[src/hdl/soc_pkg.sv]
// address map, bus widths, display and keyboard constants for the peripheral side
`default_nettype none

package soc_pkg;

    // wishbone port widths
    localparam int ADDR_W = 8;
    localparam int DATA_W = 32;

    // word offset bit inside a peripheral
    localparam int WORD_OFS_BIT = 2;

    // register map, word aligned
    localparam logic [ADDR_W-1:0] ADDR_LED     = 8'h00;
    localparam logic [ADDR_W-1:0] ADDR_SWT     = 8'h04;
    localparam logic [ADDR_W-1:0] ADDR_SEG     = 8'h08;
    localparam logic [ADDR_W-1:0] ADDR_KB_DATA = 8'h0C;
    localparam logic [ADDR_W-1:0] ADDR_KB_STAT = 8'h10;

    // board io sizes
    localparam int LED_W = 7;
    localparam int SWT_W = 8;

    // serial display, one active-low segment byte per hex digit
    localparam int SEG_DIGITS  = 8;
    localparam int SEG_FRAME_W = 64;
    localparam int SEG_CNT_W   = $clog2(SEG_FRAME_W);
    // shift clock toggles every 2**SEG_DIV_BIT system clocks
    localparam int SEG_DIV_BIT = 2;

    // ps2 receiver
    localparam int KB_FRAME_W    = 11;
    localparam int KB_BYTE_W     = 8;
    localparam int KB_FIFO_DEPTH = 8;
    localparam int KB_PTR_W      = $clog2(KB_FIFO_DEPTH);
    localparam int KB_CNT_W      = $clog2(KB_FIFO_DEPTH + 1);
    // ready flag position in the data word
    localparam int KB_READY_BIT  = 8;
    // overflow flag in the status word, count sits below it
    localparam int KB_OVF_BIT    = 4;

endpackage

`default_nettype wire

[src/hdl/periph_bus_if.sv]
// wishbone classic interface between address decoder and peripherals
`timescale 1ns/1ps
`default_nettype none

interface periph_bus_if import soc_pkg::*; ();

    // request side, driven by the decoder
    logic              cyc;
    logic              stb;
    logic              we;
    logic [ADDR_W-1:0] adr;
    logic [DATA_W-1:0] dat_w;

    // response side, driven by the peripheral
    logic [DATA_W-1:0] dat_r;
    logic              ack;

    // decoder end
    modport master (
        output cyc, stb, we, adr, dat_w,
        input  dat_r, ack
    );

    // peripheral end
    modport slave (
        input  cyc, stb, we, adr, dat_w,
        output dat_r, ack
    );

endinterface

`default_nettype wire

[src/hdl/periph_decoder.sv]
// address decoder splitting the wishbone port into gpio, display and keyboard buses
`timescale 1ns/1ps
`default_nettype none

module periph_decoder import soc_pkg::*; (
    input  wire logic              clk200m,
    input  wire logic              rst,
    input  wire logic              wb_cyc,
    input  wire logic              wb_stb,
    input  wire logic              wb_we,
    input  wire logic [ADDR_W-1:0] wb_adr,
    input  wire logic [DATA_W-1:0] wb_dat_w,
    output      logic [DATA_W-1:0] wb_dat_r,
    output      logic              wb_ack,
    periph_bus_if.master           gpio_bus,
    periph_bus_if.master           seg_bus,
    periph_bus_if.master           kb_bus
);

    logic [ADDR_W-1:WORD_OFS_BIT] word_idx;
    logic sel_gpio;
    logic sel_seg;
    logic sel_kb;
    logic sel_none;
    logic unm_ack_q;

    // compare word index only, byte lanes ignored
    assign word_idx = wb_adr[ADDR_W-1:WORD_OFS_BIT];
    assign sel_gpio = (word_idx == ADDR_LED[ADDR_W-1:WORD_OFS_BIT])
                   || (word_idx == ADDR_SWT[ADDR_W-1:WORD_OFS_BIT]);
    assign sel_seg  = (word_idx == ADDR_SEG[ADDR_W-1:WORD_OFS_BIT]);
    assign sel_kb   = (word_idx == ADDR_KB_DATA[ADDR_W-1:WORD_OFS_BIT])
                   || (word_idx == ADDR_KB_STAT[ADDR_W-1:WORD_OFS_BIT]);
    assign sel_none = !(sel_gpio || sel_seg || sel_kb);

    // shared request lines, strobe routed by address
    assign gpio_bus.cyc   = wb_cyc;
    assign gpio_bus.we    = wb_we;
    assign gpio_bus.adr   = wb_adr;
    assign gpio_bus.dat_w = wb_dat_w;
    assign gpio_bus.stb   = wb_stb && sel_gpio;

    assign seg_bus.cyc    = wb_cyc;
    assign seg_bus.we     = wb_we;
    assign seg_bus.adr    = wb_adr;
    assign seg_bus.dat_w  = wb_dat_w;
    assign seg_bus.stb    = wb_stb && sel_seg;

    assign kb_bus.cyc     = wb_cyc;
    assign kb_bus.we      = wb_we;
    assign kb_bus.adr     = wb_adr;
    assign kb_bus.dat_w   = wb_dat_w;
    assign kb_bus.stb     = wb_stb && sel_kb;

    // unmapped access still gets a one-cycle ack
    always_ff @(posedge clk200m or posedge rst) begin
        if (rst) begin
            unm_ack_q <= 1'b0;
        end else begin
            unm_ack_q <= wb_cyc && wb_stb && sel_none && !unm_ack_q;
        end
    end

    // response mux, address is held until ack
    always_comb begin
        if (sel_gpio) begin
            wb_dat_r = gpio_bus.dat_r;
            wb_ack   = gpio_bus.ack;
        end else if (sel_seg) begin
            wb_dat_r = seg_bus.dat_r;
            wb_ack   = seg_bus.ack;
        end else if (sel_kb) begin
            wb_dat_r = kb_bus.dat_r;
            wb_ack   = kb_bus.ack;
        end else begin
            // zero data for holes in the map
            wb_dat_r = '0;
            wb_ack   = unm_ack_q;
        end
    end

endmodule

`default_nettype wire

[src/hdl/gpio_regs.sv]
// led register and switch synchronizer behind a wishbone slave
`timescale 1ns/1ps
`default_nettype none

module gpio_regs import soc_pkg::*; (
    input  wire logic             clk200m,
    input  wire logic             rst,
    periph_bus_if.slave           bus,
    input  wire logic [SWT_W-1:0] swt,
    output      logic [LED_W-1:0] led
);

    logic [LED_W-1:0] led_q;
    logic [SWT_W-1:0] swt_meta_q;
    logic [SWT_W-1:0] swt_sync_q;
    logic             ack_q;
    logic             sel_swt;

    // offset bit picks led or switch word
    assign sel_swt = (bus.adr[WORD_OFS_BIT] == ADDR_SWT[WORD_OFS_BIT]);

    always_ff @(posedge clk200m or posedge rst) begin
        if (rst) begin
            ack_q <= 1'b0;
            led_q <= '0;
        end else begin
            // ack one cycle after strobe, single cycle wide
            ack_q <= bus.cyc && bus.stb && !ack_q;
            // write lands at the end of the ack cycle
            if (ack_q && bus.we && !sel_swt) begin
                led_q <= bus.dat_w[LED_W-1:0];
            end
        end
    end

    // two-flop switch synchronizer
    always_ff @(posedge clk200m) begin
        swt_meta_q <= swt;
        swt_sync_q <= swt_meta_q;
    end

    always_comb begin
        bus.dat_r = '0;
        if (ack_q) begin
            if (sel_swt) begin
                bus.dat_r = {{(DATA_W-SWT_W){1'b0}}, swt_sync_q};
            end else begin
                bus.dat_r = {{(DATA_W-LED_W){1'b0}}, led_q};
            end
        end
    end

    assign bus.ack = ack_q;
    assign led     = led_q;

endmodule

`default_nettype wire

[src/hdl/seg_serial.sv]
// seven-segment serial driver with number register, shift-clock divider and frame shifter
`timescale 1ns/1ps
`default_nettype none

module seg_serial import soc_pkg::*; (
    input  wire logic clk200m,
    input  wire logic rst,
    periph_bus_if.slave bus,
    output      logic seg_clk,
    output      logic seg_clr,
    output      logic seg_dt,
    output      logic seg_en
);

    logic [DATA_W-1:0]      num_q;
    logic                   pend_q;
    logic                   ack_q;
    logic [SEG_DIV_BIT-1:0] div_q;
    logic                   ph_q;
    logic                   busy_q;
    logic [SEG_CNT_W-1:0]   bit_cnt_q;
    logic [SEG_FRAME_W-1:0] shift_q;
    logic [SEG_FRAME_W-1:0] frame;
    logic                   seg_clk_q;
    logic                   seg_en_q;
    logic                   seg_clr_q;
    logic                   tick;
    logic                   load;
    logic                   wr;

    // hex digit to active-low segments, bit 7 is the dot
    function automatic logic [7:0] hex_to_seg(input logic [3:0] hex);
        logic [7:0] seg;
        case (hex)
            4'h0: seg = 8'hC0;
            4'h1: seg = 8'hF9;
            4'h2: seg = 8'hA4;
            4'h3: seg = 8'hB0;
            4'h4: seg = 8'h99;
            4'h5: seg = 8'h92;
            4'h6: seg = 8'h82;
            4'h7: seg = 8'hF8;
            4'h8: seg = 8'h80;
            4'h9: seg = 8'h90;
            4'hA: seg = 8'h88;
            4'hB: seg = 8'h83;
            4'hC: seg = 8'hC6;
            4'hD: seg = 8'hA1;
            4'hE: seg = 8'h86;
            default: seg = 8'h8E;
        endcase
        return seg;
    endfunction

    // most significant digit ends up in the top byte and goes out first
    always_comb begin
        for (int d = 0; d < SEG_DIGITS; d++) begin
            frame[d*8 +: 8] = hex_to_seg(num_q[d*4 +: 4]);
        end
    end

    assign wr   = ack_q && bus.we;
    assign tick = &div_q;
    // start only at the beginning of a low phase
    assign load = tick && ph_q && !busy_q && pend_q;

    // bus side, number register and pending flag
    always_ff @(posedge clk200m or posedge rst) begin
        if (rst) begin
            ack_q  <= 1'b0;
            num_q  <= '0;
            pend_q <= 1'b0;
        end else begin
            ack_q <= bus.cyc && bus.stb && !ack_q;
            if (wr) begin
                num_q  <= bus.dat_w;
                pend_q <= 1'b1;
            end else if (load) begin
                pend_q <= 1'b0;
            end
        end
    end

    // free-running divider and the shifter
    always_ff @(posedge clk200m or posedge rst) begin
        if (rst) begin
            div_q     <= '0;
            ph_q      <= 1'b0;
            busy_q    <= 1'b0;
            bit_cnt_q <= '0;
            shift_q   <= '0;
            seg_clk_q <= 1'b0;
            seg_en_q  <= 1'b0;
            seg_clr_q <= 1'b0;
        end else begin
            seg_clr_q <= 1'b1;
            div_q     <= div_q + 1'b1;
            if (tick) begin
                ph_q <= !ph_q;
                if (!ph_q) begin
                    // rising edge, receiver samples here
                    seg_clk_q <= busy_q;
                end else begin
                    // low phase, data may change
                    seg_clk_q <= 1'b0;
                    if (busy_q) begin
                        if (bit_cnt_q == SEG_CNT_W'(SEG_FRAME_W - 1)) begin
                            busy_q   <= 1'b0;
                            seg_en_q <= 1'b1;
                        end else begin
                            shift_q   <= {shift_q[SEG_FRAME_W-2:0], 1'b0};
                            bit_cnt_q <= bit_cnt_q + 1'b1;
                        end
                    end else if (load) begin
                        shift_q   <= frame;
                        bit_cnt_q <= '0;
                        busy_q    <= 1'b1;
                        seg_en_q  <= 1'b0;
                    end
                end
            end
        end
    end

    assign bus.dat_r = ack_q ? num_q : '0;
    assign bus.ack   = ack_q;
    assign seg_clk   = seg_clk_q;
    assign seg_clr   = seg_clr_q;
    assign seg_dt    = shift_q[SEG_FRAME_W-1];
    assign seg_en    = seg_en_q;

endmodule

`default_nettype wire

[src/hdl/ps2_kbd_rx.sv]
// ps2 keyboard receiver with line synchronizer, frame check, byte fifo and status register
`timescale 1ns/1ps
`default_nettype none

module ps2_kbd_rx import soc_pkg::*; (
    input  wire logic clk200m,
    input  wire logic rst,
    periph_bus_if.slave bus,
    input  wire logic ps2_clk,
    input  wire logic ps2_data
);

    logic [2:0]            clk_sync_q;
    logic [1:0]            dat_sync_q;
    logic                  ps2_fall;
    logic                  ps2_dat_s;
    logic [3:0]            bit_cnt_q;
    logic [KB_FRAME_W-1:0] frame_q;
    logic                  done_q;
    logic                  frame_ok;
    logic                  push;
    logic                  pop;
    logic                  stat_rd;
    logic                  sel_data;
    logic                  ack_q;
    logic                  ovf_q;
    logic [KB_BYTE_W-1:0]  mem [KB_FIFO_DEPTH];
    logic [KB_PTR_W-1:0]   wptr_q;
    logic [KB_PTR_W-1:0]   rptr_q;
    logic [KB_CNT_W-1:0]   count_q;
    logic                  full;
    logic                  empty;

    // lines idle high, two flops each plus one for edge detect
    always_ff @(posedge clk200m or posedge rst) begin
        if (rst) begin
            clk_sync_q <= '1;
            dat_sync_q <= '1;
        end else begin
            clk_sync_q <= {clk_sync_q[1:0], ps2_clk};
            dat_sync_q <= {dat_sync_q[0], ps2_data};
        end
    end

    assign ps2_fall  = clk_sync_q[2] && !clk_sync_q[1];
    assign ps2_dat_s = dat_sync_q[1];

    // frame assembly, lsb first, a high line at bit 0 is no start bit
    always_ff @(posedge clk200m or posedge rst) begin
        if (rst) begin
            bit_cnt_q <= '0;
            done_q    <= 1'b0;
        end else begin
            done_q <= 1'b0;
            if (ps2_fall && (bit_cnt_q != '0 || !ps2_dat_s)) begin
                if (bit_cnt_q == 4'(KB_FRAME_W - 1)) begin
                    bit_cnt_q <= '0;
                    done_q    <= 1'b1;
                end else begin
                    bit_cnt_q <= bit_cnt_q + 1'b1;
                end
            end
        end
    end

    always_ff @(posedge clk200m) begin
        if (ps2_fall && (bit_cnt_q != '0 || !ps2_dat_s)) begin
            frame_q <= {ps2_dat_s, frame_q[KB_FRAME_W-1:1]};
        end
    end

    // start low, odd parity over data and parity bit, stop high
    assign frame_ok = !frame_q[0] && (^frame_q[9:1]) && frame_q[10];
    assign push     = done_q && frame_ok;

    // bus decode on the offset bit only
    assign sel_data = (bus.adr[WORD_OFS_BIT] == ADDR_KB_DATA[WORD_OFS_BIT]);
    assign full     = (count_q == KB_CNT_W'(KB_FIFO_DEPTH));
    assign empty    = (count_q == '0);
    assign pop      = ack_q && !bus.we && sel_data && !empty;
    assign stat_rd  = ack_q && !bus.we && !sel_data;

    // fifo pointers, count and sticky overflow
    always_ff @(posedge clk200m or posedge rst) begin
        if (rst) begin
            ack_q   <= 1'b0;
            wptr_q  <= '0;
            rptr_q  <= '0;
            count_q <= '0;
            ovf_q   <= 1'b0;
        end else begin
            ack_q <= bus.cyc && bus.stb && !ack_q;
            if (push && !full) begin
                wptr_q <= wptr_q + 1'b1;
            end
            if (pop) begin
                rptr_q <= rptr_q + 1'b1;
            end
            if ((push && !full) && !pop) begin
                count_q <= count_q + 1'b1;
            end else if (!(push && !full) && pop) begin
                count_q <= count_q - 1'b1;
            end
            // a new overflow wins over the clearing read
            if (push && full) begin
                ovf_q <= 1'b1;
            end else if (stat_rd) begin
                ovf_q <= 1'b0;
            end
        end
    end

    always_ff @(posedge clk200m) begin
        if (push && !full) begin
            mem[wptr_q] <= frame_q[8:1];
        end
    end

    // read word, zero outside the ack cycle
    always_comb begin
        bus.dat_r = '0;
        if (ack_q) begin
            if (sel_data) begin
                if (!empty) begin
                    bus.dat_r[KB_BYTE_W-1:0] = mem[rptr_q];
                    bus.dat_r[KB_READY_BIT]  = 1'b1;
                end
            end else begin
                bus.dat_r[KB_CNT_W-1:0] = count_q;
                bus.dat_r[KB_OVF_BIT]   = ovf_q;
            end
        end
    end

    assign bus.ack = ack_q;

endmodule

`default_nettype wire

[src/hdl/periph_top.sv]
// peripheral top level with wishbone port, decoder, gpio, display and keyboard
`timescale 1ns/1ps
`default_nettype none

module periph_top import soc_pkg::*; (
    input  wire logic              clk200m,
    input  wire logic              rst,
    // wishbone classic slave port
    input  wire logic              wb_cyc,
    input  wire logic              wb_stb,
    input  wire logic              wb_we,
    input  wire logic [ADDR_W-1:0] wb_adr,
    input  wire logic [DATA_W-1:0] wb_dat_w,
    output      logic [DATA_W-1:0] wb_dat_r,
    output      logic              wb_ack,
    // board io
    input  wire logic              ps2_clk,
    input  wire logic              ps2_data,
    input  wire logic [SWT_W-1:0]  swt,
    output      logic [7:0]        leds,
    output      logic              seg_clk,
    output      logic              seg_clr,
    output      logic              seg_dt,
    output      logic              seg_en
);

    logic [LED_W-1:0] led;

    // one bus per peripheral
    periph_bus_if gpio_bus ();
    periph_bus_if seg_bus ();
    periph_bus_if kb_bus ();

    periph_decoder periph_decoder_inst (
        .clk200m  (clk200m),
        .rst      (rst),
        .wb_cyc   (wb_cyc),
        .wb_stb   (wb_stb),
        .wb_we    (wb_we),
        .wb_adr   (wb_adr),
        .wb_dat_w (wb_dat_w),
        .wb_dat_r (wb_dat_r),
        .wb_ack   (wb_ack),
        .gpio_bus (gpio_bus.master),
        .seg_bus  (seg_bus.master),
        .kb_bus   (kb_bus.master)
    );

    gpio_regs gpio_regs_inst (
        .clk200m (clk200m),
        .rst     (rst),
        .bus     (gpio_bus.slave),
        .swt     (swt),
        .led     (led)
    );

    seg_serial seg_serial_inst (
        .clk200m (clk200m),
        .rst     (rst),
        .bus     (seg_bus.slave),
        .seg_clk (seg_clk),
        .seg_clr (seg_clr),
        .seg_dt  (seg_dt),
        .seg_en  (seg_en)
    );

    ps2_kbd_rx ps2_kbd_rx_inst (
        .clk200m  (clk200m),
        .rst      (rst),
        .bus      (kb_bus.slave),
        .ps2_clk  (ps2_clk),
        .ps2_data (ps2_data)
    );

    // top led mirrors the reset line
    assign leds = {rst, led};

endmodule

`default_nettype wire

[config.mk]
export PLATFORM = sky130hd
export DESIGN_NAME = periph_top
export DESIGN_NICKNAME = d
export VERILOG_FILES = /design/src/hdl/soc_pkg.sv /design/src/hdl/periph_bus_if.sv /design/src/hdl/periph_decoder.sv /design/src/hdl/gpio_regs.sv /design/src/hdl/seg_serial.sv /design/src/hdl/ps2_kbd_rx.sv /design/src/hdl/periph_top.sv
export SDC_FILE = /design/constraint.sdc
export NUM_CORES = 1
export LEC_CHECK = 0
export BUFFER_PORTS_ARGS = -buffer_cell sky130_fd_sc_hd__buf_4
export CORE_ASPECT_RATIO = 0.7
export CORE_MARGIN = 2
export CORE_UTILIZATION = 35
export DETAILED_ROUTE_END_ITERATION = 6
export GPL_TIMING_DRIVEN = 0
export SETUP_SLACK_MARGIN = 0.4
export SLEW_MARGIN = 20
export SYNTH_ARGS = -nofsm -noshare
export SYNTH_HDL_FRONTEND = slang
export SYNTH_SLANG_ARGS = --single-unit
[constraint.sdc]
create_clock -name clk200m -period 5.04 [get_ports clk200m]
set_clock_uncertainty 0.15 [all_clocks]
set_input_delay 0.756 -clock clk200m [delete_from_list [all_inputs] [get_ports clk200m]]
set_output_delay 0.756 -clock clk200m [all_outputs]
set_load 0.02 [all_outputs]
Word-level counts from Yosys, hierarchy flattened
Memory sizes are Yosys's and may differ from the RTL's.
Index checks and enable logic that the tools add are counted.
{"block": "word_totals", "reg_bits": 169, "ram_bits": 64, "romBits": 896, "in_bits": 55, "output_inout_bits": 45, "wordCells": 151, "memories": 9}
{"memory": "(no name shown)", "depth": 16, "word_bits": 7, "read_ports": 1, "rd_ports_with_merged_regs": 0, "wr": 0, "line_no": "seg_serial.sv:34", "text": "case (hex)"}
{"memory": "(no name shown)", "depth": 16, "word_bits": 7, "read_ports": 1, "rd_ports_with_merged_regs": 0, "wr": 0, "line_no": "seg_serial.sv:34"}
{"memory": "(no name shown)", "depth": 16, "word_bits": 7, "read_ports": 1, "rd_ports_with_merged_regs": 0, "wr": 0, "line_no": "seg_serial.sv:34"}
{"memory": "(no name shown)", "depth": 16, "word_bits": 7, "read_ports": 1, "rd_ports_with_merged_regs": 0, "wr": 0, "line_no": "seg_serial.sv:34"}
{"memory": "(no name shown)", "depth": 16, "word_bits": 7, "read_ports": 1, "rd_ports_with_merged_regs": 0, "wr": 0, "line_no": "seg_serial.sv:34"}
{"memory": "(no name shown)", "depth": 16, "word_bits": 7, "read_ports": 1, "rd_ports_with_merged_regs": 0, "wr": 0, "line_no": "seg_serial.sv:34"}
{"memory": "+3 memories"}
{"block": "classes", "add_sub_neg": 7, "n_eq_ne": 9, "mux": 36, "reduce_logical": 64}
{"op": "64-bit 2-to-1 mux", "count": 3}
{"op": "32-bit 2-to-1 mux", "count": 4}
{"op": "1-bit logical AND", "count": 31}
{"op": "9-bit 2-to-1 mux", "count": 3}
{"op": "6-bit 2-to-1 mux", "count": 3}
{"op": "1-bit 2-to-1 mux", "count": 17}
{"op": "1-bit logical NOT", "count": 16}
{"op": "4-bit 2-to-1 mux", "count": 4}
{"op": "6-bit by 2-bit == test with 1-bit output, second input constant", "count": 2}
{"op": "5-bit AND reduction", "count": 2}
{"op": "9-bit XOR reduction", "count": 1}
{"op": "4-bit by 1-bit adder with 4-bit output, second input constant", "count": 2}
{"op": "4-bit == test, second input constant", "count": 2}
{"op": "8-bit 2-to-1 mux", "count": 1}
{"op": "2-bit nonzero test", "count": 4}
{"op": "3-bit by 1-bit adder with 3-bit output, second input constant", "count": 2}
{"op": "6-bit by 1-bit adder with 6-bit output, second input constant", "count": 1}
{"op": "6-bit by 1-bit == test with 1-bit output, second input constant", "count": 1}
{"op": "6-bit by 3-bit == test with 1-bit output, second input constant", "count": 1}
{"op": "6-bit == test, second input constant", "count": 1}
{"op": "6-bit logical NOT", "count": 1}
{"op": "1-bit logical OR", "count": 5}
{"op": "5-bit 2-to-1 mux", "count": 1}
{"op": "4-bit logical NOT", "count": 1}
{"op": "other kinds (6)", "count": 7}

Depth between registers and ports, before layout
Gate-level depths: netlist (run 1).
{"block": "logic_depth", "word_depth": 9, "depth_mapped": 12}

Hierarchy
Synthesis (run 1) repeated with hierarchy kept, for this count alone.
{"block": "hier_totals", "hier_cells": 1275, "hier_area_um2": 13833.3}
{"module": "seg_serial", "n_inst": 1, "cells_each": 705, "area_per_inst_um2": 7034.2}
{"module": "ps2_kbd_rx", "n_inst": 1, "cells_each": 264, "area_per_inst_um2": 4165.2}
{"module": "periph_decoder", "n_inst": 1, "cells_each": 228, "area_per_inst_um2": 1674.1}
{"module": "gpio_regs", "n_inst": 1, "cells_each": 77, "area_per_inst_um2": 952.2}
{"module": "periph_top", "n_inst": 1, "cells_each": 1, "area_per_inst_um2": 7.5}

Least setup slack after synthesis (run 1)
No wires, ideal clock.
{"block": "synth_timing", "path_kind": "input-to-output", "startpoint": "input port wb_adr[2]", "endpoint": "output port wb_ack", "t_arrival_ns": 2.341, "required_ns": 4.134, "setup_slack_ns": 1.793, "path_stages": 6, "path_cell_list": "buf_4 or3b_2 a21oi_1 mux2_2 mux2i_1 o21ai_0"}
{"block": "synth_between", "elab_chain_cells": 5, "elab_cells_between_ends": 10}
{"element": "from (decl)", "line_no": "periph_top.sv:12", "text": "input wire logic [ADDR_W-1:0] wb_adr,"}
{"element": "6-bit by 2-bit == test with 1-bit output / 6-bit by 3-bit == test with 1-bit output (equally long branches)", "line_no": "periph_decoder.sv:32, periph_decoder.sv:33"}
{"element": "1-bit logical OR", "line_no": "periph_decoder.sv:33", "text": "|| (word_idx == ADDR_KB_STAT[ADDR_W-1:WORD_OFS_BIT]);"}
{"element": "1-bit 2-to-1 mux", "line_no": "periph_decoder.sv:72", "text": "end else if (sel_kb) begin"}
{"element": "1-bit 2-to-1 mux", "line_no": "periph_decoder.sv:69", "text": "end else if (sel_seg) begin"}
{"element": "1-bit 2-to-1 mux *", "line_no": "periph_decoder.sv:66", "text": "if (sel_gpio) begin"}
{"element": "to (decl)", "line_no": "periph_top.sv:15", "text": "output logic wb_ack,"}
Every way passes the cells marked *; elsewhere a longest branch is shown, timed or not.

Worst setup path in the final report (run 1)
{"block": "layout_timing", "startpoint": "register ps2_kbd_rx_inst.rptr_q[2]", "endpoint": "output port wb_dat_r[4]"}
{"block": "layout_between", "elab_chain_cells": 7}
{"element": "from (decl)", "line_no": "ps2_kbd_rx.sv:29", "text": "logic [KB_PTR_W-1:0] rptr_q;"}
{"element": "from (signal assigned)", "line_no": "ps2_kbd_rx.sv:97", "text": "rptr_q <= rptr_q + 1'b1;"}
{"element": "memory read 8 x 8 bit"}
{"element": "9-bit 2-to-1 mux", "line_no": "ps2_kbd_rx.sv:124", "text": "if (!empty) begin"}
{"element": "5-bit 2-to-1 mux", "line_no": "ps2_kbd_rx.sv:123", "text": "if (sel_data) begin"}
{"element": "9-bit 2-to-1 mux", "line_no": "ps2_kbd_rx.sv:122", "text": "if (ack_q) begin"}
{"element": "9-bit 2-to-1 mux", "line_no": "periph_decoder.sv:72"}
{"element": "32-bit 2-to-1 mux", "line_no": "periph_decoder.sv:69"}
{"element": "32-bit 2-to-1 mux", "line_no": "periph_decoder.sv:66"}
{"element": "to (decl)", "line_no": "periph_top.sv:14", "text": "output logic [DATA_W-1:0] wb_dat_r,"}
No other way between the ends.

==> results of run 1 <==
==> per-layer routing <==
layer	vias to the layer above	GRT usage [%]
met2	203	23.5
met1	4006	27.6
li1	3836	-
met5	-	0
met3	29	3.01
met4	0	3.20
==> power by group <==
group	leakage [nW]	switching [mW]	internal (mW)
registers	2.66	0.0716	2.02
logic	2.99	0.207	0.185
clock network	0.440	0.802	1.23
total	6.08	1.08	3.44
==> stage by stage <==
| stage | total power, mW | hold slack [ns] | worst slack, ns | instance area [um^2] | cells |
|---|---|---|---|---|---|
| after floorplan | 2.37 | 0.160 | 1.79 | 11700 | 994 |
| after CTS | 4.56 | 0.0485 | 1.04 | 14000 | 1570 |
| after global placement | 2.49 | 0.160 | 1.14 | 13000 | 1517 |
| final | 4.52 | 0.0533 | 1.09 | 14000 | 1570 |
| after global routing | 4.71 | 0.0643 | 1.02 | 14000 | 1570 |
| after detailed placement | 2.52 | 0.162 | 1.19 | 13100 | 1522 |
==> registers in the layout, indices dropped and copies added, names as in the netlist, 2 cells and up <==
name                        cells
ps2_kbd_rx_inst.dat_sync_q      2
ps2_kbd_rx_inst.count_q         4
seg_serial_inst.shift_q        64
ps2_kbd_rx_inst.wptr_q          3
seg_serial_inst.bit_cnt_q       6
ps2_kbd_rx_inst.rptr_q          3
gpio_regs_inst.swt_meta_q       8
ps2_kbd_rx_inst.bit_cnt_q       4
seg_serial_inst.num_q          32
ps2_kbd_rx_inst.frame_q        11
ps2_kbd_rx_inst.mem            64
seg_serial_inst.div_q           2
gpio_regs_inst.swt_sync_q       8
gpio_regs_inst.led              7
ps2_kbd_rx_inst.clk_sync_q      3
==> final cells by class <==
type	instances	area share (%)
buffer	63	1.92
clock buffer	28	4.86
clock inverter	20	1.71
inverter	49	1.34
multi-input combinational	649	36.6
sequential	233	43.8
tap	427	3.82
timing repair buffer	101	5.92
==> synthesized netlist by cell type, drive strengths merged (44+ instances only) <==
| master | n | area [um^2] |
|---|---|---|
| a21oi | 52 | 260 |
| clkbuf | 44 | 165 |
| dfrtp | 137 | 3430 |
| edfxtp | 75 | 2250 |
| ha | 54 | 676 |
| inv | 49 | 184 |
| mux2 | 66 | 747 |
| mux2i | 71 | 711 |
| nand2 | 73 | 274 |
| nor2 | 77 | 289 |
| o21ai | 56 | 280 |
==> worst paths after layout <==
| kind | endpoint | slack, ns | cells after the start |
|---|---|---|---|
| worst max register to register | ps2_kbd_rx_inst.count_q[3]$_DFFE_PP0P_ | 1.83 | 12 |
| worst min register to register | gpio_regs_inst.swt_sync_q[4]$_DFF_P_ | 0.16 | 0 |
| worst max-delay path | wb_dat_r[4] | 1.09 | 6 |
| worst min-delay path | ps2_kbd_rx_inst.rptr_q[2]$_DFFE_PP0P_ | 0.05 | 2 |
| min in group clk200m | gpio_regs_inst.swt_meta_q[0]$_DFF_P_ | 0.16 | 1 |
| max in group asynchronous | seg_serial_inst.shift_q[41]$_DFFE_PP0P_ | 3.71 | 5 |
==> cell families after synthesis <==
family          after synthesis  synth area share [%]
buf+inv                     112                  3.87
compound gates              178                  9.45
fa+ha+maj                    55                  5.95
xor+xnor                     17                  1.52
mux                         161                  17.1
flops                       233                  52.4
simple gates                237                  9.64
other cells                   1                0.0321
==> summary.md, run 1 <==
| Metric | Value |
|---|---|
| Clock tree from TritonCTS | yes |
| Clk sinks | ~230 |
| Result of the run | finished clean |
| Lkg Pwr | approximately 6 nW |
| FP Rows | between 50 and 60 |
| CP Capture Type | primary output |
| Fin crit share | roughly four fifths |
| Relative slew slack | 34.7% |
| Main synth FF type | dfrtp_1 |
| Core area | 32600 um^2 |
| Gr ovfl total | 0 |
| Boundary pin count | 100 |
| First-pass GRT wire length | 46100 um |
| Mapped Area | between 10000 and 15000 um^2 |
| Filler cells | 3132 |
| Worst-case clock buffer depth | 3 |
| H-tree depth | 1 |
| Async SR Flop Fraction | a little over 60% |
| CP startpoint | ps2_kbd_rx_inst.rptr_q[2]$_DFFE_PP0P_ |
| Worst Setup Start Kind | register |
| Sequential cell area | ~6000 um^2 |
| Most common library cell in the layout ignoring fill and taps | dfrtp_1 |
| Final period demand of the worst path | 3.95 ns |
| FMAX | roughly 250 MHz |
| Vias in the first global route | 7736 |
| Worst-margin pin slew | 0.979 ns |
| Routability congestion estimate | 0.834 |
| First drt pass iteration count | 5 |
| Synth unique cells | 57 |
| Clk slew on worst S/H paths | 0.06 ns |
| Antenna violations before repair | 1 |
| Critical path peak fanout | 10 |
| Starting Density | a little over a third |
| NumNets Final | 1233 |
| Worst r2r src | ps2_kbd_rx_inst.frame_q[3]$_DFFE_PP_ |
| CP bufs+invs | 2 |
| Maxcap violations | 0 |
| Critical path cell sequence | buf_1 > mux4_2 > mux2i_1 > o22ai_1 > a221o_1 > buf_4 |
| Post-CTS Setup Bufs | 0 |
| Power Density | approximately 320 nW/um^2 |
| Final hold vios | 0 |
| Routed WL | approximately 30000 um |
| Critical-path top delay cell | buf_1 |
| Syn_nets | 1104 |
| Dpl hpwl | approximately 21000 um |
| RSZ-0062 raised after global routing | no |
| Die H | roughly 160 um |
| Die span in x | 222 um |
| Hold Path Class | in -> async |
| Multi-input gate area | about 5000 um^2 |
| Max stage delay on crit path | roughly 0.57 ns |
| Post-route antenna net violation count | 0 |
| Wire per inst | about 19 um |
| Final setup fails | 0 |
| Critical path class | reg -> out |
| Post-Syn Instances | a little under 1000 |
| Post-Syn Area per Cell | roughly 12 um^2 |
| Setup_tns | 0 ns |
| DR WL met2 | 12000 um |
| N_diodes | 0 |
| DR vias/cell | 5.14 |
| Highest metal used | met4 |
| Cell class contributing the biggest share of worst-path delay | multiplexers |
| Most frequent cells in the layout | dfrtp_1 (137), buf_4 (100), nor2_1 (77) |
| CTS Hold Bufs | 0 |
| Layout cells sized above 1 | 22.8% |
| Fin. max-slew vios | 0 |
| Yosys warning count | 0 |
| Number of synthesized flops with an enable pin | 75 |
| Routed wl met3 | 1760 um |
| Required time worst endpoint | between 4 and 5 ns |
| Register area share after synthesis | roughly 52% |
| Maximum VDD drop | 0.179 mV |
| IO buf count | 96 |
| Cts bufs inserted | 26 |
| CTS resizes | 0 |
| Wl on met1 | 15400 um |
| Synth-to-layout area growth | 19.7% |
| Largest net degree at the start of global routing | 33 |
| Worst-Skew Late Latency | around 0.55 ns |
| CP arrival | ~3.0 ns |
| DRT iter0 DRCs | 572 |
| DRC Markers | 0 |
| Clk root buf | clkbuf_16 |
| #FFs+latches synth | 233 |
| Vias | about 8100 |
| Total track usage | 17.0% |
| Die Area | about 35000 um^2 |
| Finished Core Util | 42.9% |
Note: power is estimated with default switching activity, not from simulation.
==> run 2, diff against run 1 <==
==> constraint.sdc (replaced) <==
create_clock -name clk200m -period 3.6 [get_ports clk200m]
set_clock_uncertainty 0.15 [all_clocks]
set_input_delay 0.54 -clock clk200m [delete_from_list [all_inputs] [get_ports clk200m]]
set_output_delay 0.54 -clock clk200m [all_outputs]
set_load 0.02 [all_outputs]
==> summary.md, run 2 (synthesis gave the netlist of run 1 again) <==
| Metric | Value |
|---|---|
| Result of the run | finished clean |
| Maxcap violations | 0 (unchanged) |
| Dpl hpwl | 21300 um (unchanged) |
| Worst Setup Start Kind | register |
| Clk root buf | clkbuf_16 |
| Routed WL | 29900 um (+1.0%) |
| Sw frac | 24.0% (+0.068 points) |
| Final period demand of the worst path | roughly 3.2 ns |
| Post-route antenna net violation count | 0 (unchanged) |
| Worst-case clock buffer depth | 3 (unchanged) |
| Most common library cell in the layout ignoring fill and taps | dfrtp_1 |
| First drt pass iteration count | 5 (unchanged) |
| Worst-margin pin slew | 1.01 ns (+0.0329 ns) |
| Boundary pin count | 100 (unchanged) |
| Worst-Skew Late Latency | 0.55 ns (about the same) |
| Vias | 8180 (+1.3%) |
| Wire per inst | 18.8 um (-0.46%) |
| Layout cells sized above 1 | 23.9% (+1.1 points) |
| Die Area | 34900 um^2 (unchanged) |
| Gr ovfl total | 0 (unchanged) |
| Finished Core Util | 43.9% (+1.0 points) |
| Core area | 32600 um^2 (unchanged) |
| Critical path cell sequence | buf_8 > buf_12 > mux4_2 > mux2i_4 > o22ai_1 > a221o_1 > buf_6 |
| FMAX | a little over 300 MHz |
| Clk sinks | 233 (unchanged) |
| First-pass GRT wire length | 46600 um (+1.0%) |
| Placed Cells | 1522 (unchanged) |
| Antenna violations before repair | 1 (unchanged) |
| FP Rows | 55 (unchanged) |
| Max stage delay on crit path | 0.53 ns (-0.04 ns) |
| H-tree depth | 1 (unchanged) |
| Hold slack | 0.0726 ns (+0.0193 ns) |
| DRC Markers | 0 (unchanged) |
| Largest net degree at the start of global routing | 33 (unchanged) |
| DRT iter0 DRCs | 642 (+12%) |
| Synth-to-layout area growth | 22.5% |
| IO buf count | 96 (unchanged) |
| Maximum VDD drop | 0.240 mV (+34%) |
| Vias in the first global route | 7806 (+0.90%) |
| Critical path class | reg -> out |
| Logic pwr share | 9.2% (+0.5 points) |
| Routability congestion estimate | 0.834 (unchanged) |
| Clock power share | 44.9% (-0.2 points) |
| NumNets Final | 1255 (+1.8%) |
| Pint | 4.83 mW (+41%) |
| Hold Path Class | in -> reg |
| Final setup fails | 0 (unchanged) |
| Fin crit share | approximately nine tenths |
| CP arrival | 2.53 ns (-0.51 ns) |
| RSZ-0062 raised after global routing | yes |
| DR vias/cell | 5.13 (-0.15%) |
| Fin. max-slew vios | 0 (unchanged) |
| Die span in x | 222 um (unchanged) |
| CP Capture Type | primary output |
| Relative slew slack | 32.6% (-2.2 points) |
| Total track usage | 17.2% (+0.16 points) |
| Required time worst endpoint | 2.91 ns (-1.22 ns) |
| Final hold vios | 0 (unchanged) |
| Non-Filler Instances | 1593 (+1.5%) |
| Sw Pwr | 1.53 mW (+41%) |
| Biggest regs | ps2_kbd_rx_inst.mem (64), seg_serial_inst.shift_q (64), seg_serial_inst.num_q (32) |
| Starting Density | 35.8% (unchanged) |
| Critical path peak fanout | 4 (-6) |
| Reg power frac | 46.0% (-0.3 points) |
| Clk slew on worst S/H paths | 0.06 ns (about the same) |
| Die H | 157 um (unchanged) |
| Critical-path top delay cell | mux4_2 |
| Most frequent cells in the layout | dfrtp_1 (136), buf_4 (104), nor2_1 (76) |
| Clock tree from TritonCTS | yes |
| Cts bufs inserted | 26 (unchanged) |
| Lkg Pwr | 6.22 nW (+2.2%) |
| Power Density | 444 nW/um^2 (+38%) |
==> run 2: final cells by class <==
cell class / count / area, um^2
antenna: 1 / 2.50
buffer: 63 / 312
clock buffer: 28 / 679
clock inverter: 20 / 239
fill: 3103 / 18300
inverter: 49 / 188
multi-input combinational: 649 / 5170
sequential: 233 / 6130
tap: 427 / 534
timing repair buffer: 123 / 1060
==> run 2: worst max-delay path: cells and delay by family (launching register included) <==
kind                   cells  cell delay, ns
buffers and inverters      3            0.40
DFF                        1            0.38
muxes                      2            0.73
AOI/OAI and AO/OA          2            0.47
==> run 2: path summary, 6_finish.rpt <==
check	from	end	slack (ns)	cells after the start
min in group asynchronous	rst	ps2_kbd_rx_inst.rptr_q[2]$_DFFE_PP0P_	0.40	3
worst max register to register	ps2_kbd_rx_inst.frame_q[1]$_DFFE_PP_	ps2_kbd_rx_inst.count_q[3]$_DFFE_PP0P_	0.47	12
worst min-delay path	wb_dat_w[25]	seg_serial_inst.num_q[25]$_DFFE_PP0P_	0.07	2
max in group asynchronous	rst	seg_serial_inst.shift_q[28]$_DFFE_PP0P_	1.94	6
worst min register to register	gpio_regs_inst.swt_meta_q[4]$_DFF_P_	gpio_regs_inst.swt_sync_q[4]$_DFF_P_	0.16	0
worst max-delay path	ps2_kbd_rx_inst.rptr_q[1]$_DFFE_PP0P_	wb_dat_r[4]	0.38	7
==> run 2: power groups by stage <==
stage / sequential [mW] / combinational [mW] / clock, mW
2_1_floorplan: 2.95 / 0.373 / 0
3_3_place_gp: 2.97 / 0.518 / 0
3_5_place_dp: 2.97 / 0.548 / 0
4_1_cts: 2.92 / 0.570 / 2.91
5_1_grt: 2.94 / 0.651 / 3.04
6_report: 2.92 / 0.583 / 2.85
==> run 2: repair_timing <==
action,in CTS,in global routing
hold buffers,11,0
buffers inserted,7,4
endpoints found under the setup margin,33,50
gates resized for setup,19,9
endpoints found under the hold margin,19,0
pin swaps,6,2
==> run 2: through the flow <==
step                      setup TNS, ns  instance area [um^2]  setup slack (ns)  power (mW)
final                                 0                 14300             0.384        6.36
after global routing                  0                 14300             0.292        6.63
after CTS                             0                 14300             0.370        6.41
after detailed placement              0                 13100             0.183        3.52
after global placement            -7.91                 13000           -0.0796        3.49
after floorplan                       0                 11700             0.712        3.32
==> run 2: metal layers <==
layer / track usage [%] / part of all wire (%) / wire (um)
met5: 0 / 0 / 0
met4: 3.29 / 1.5 / 436
met3: 2.99 / 6.1 / 1820
met2: 23.9 / 41 / 12200
met1: 27.7 / 52 / 15400
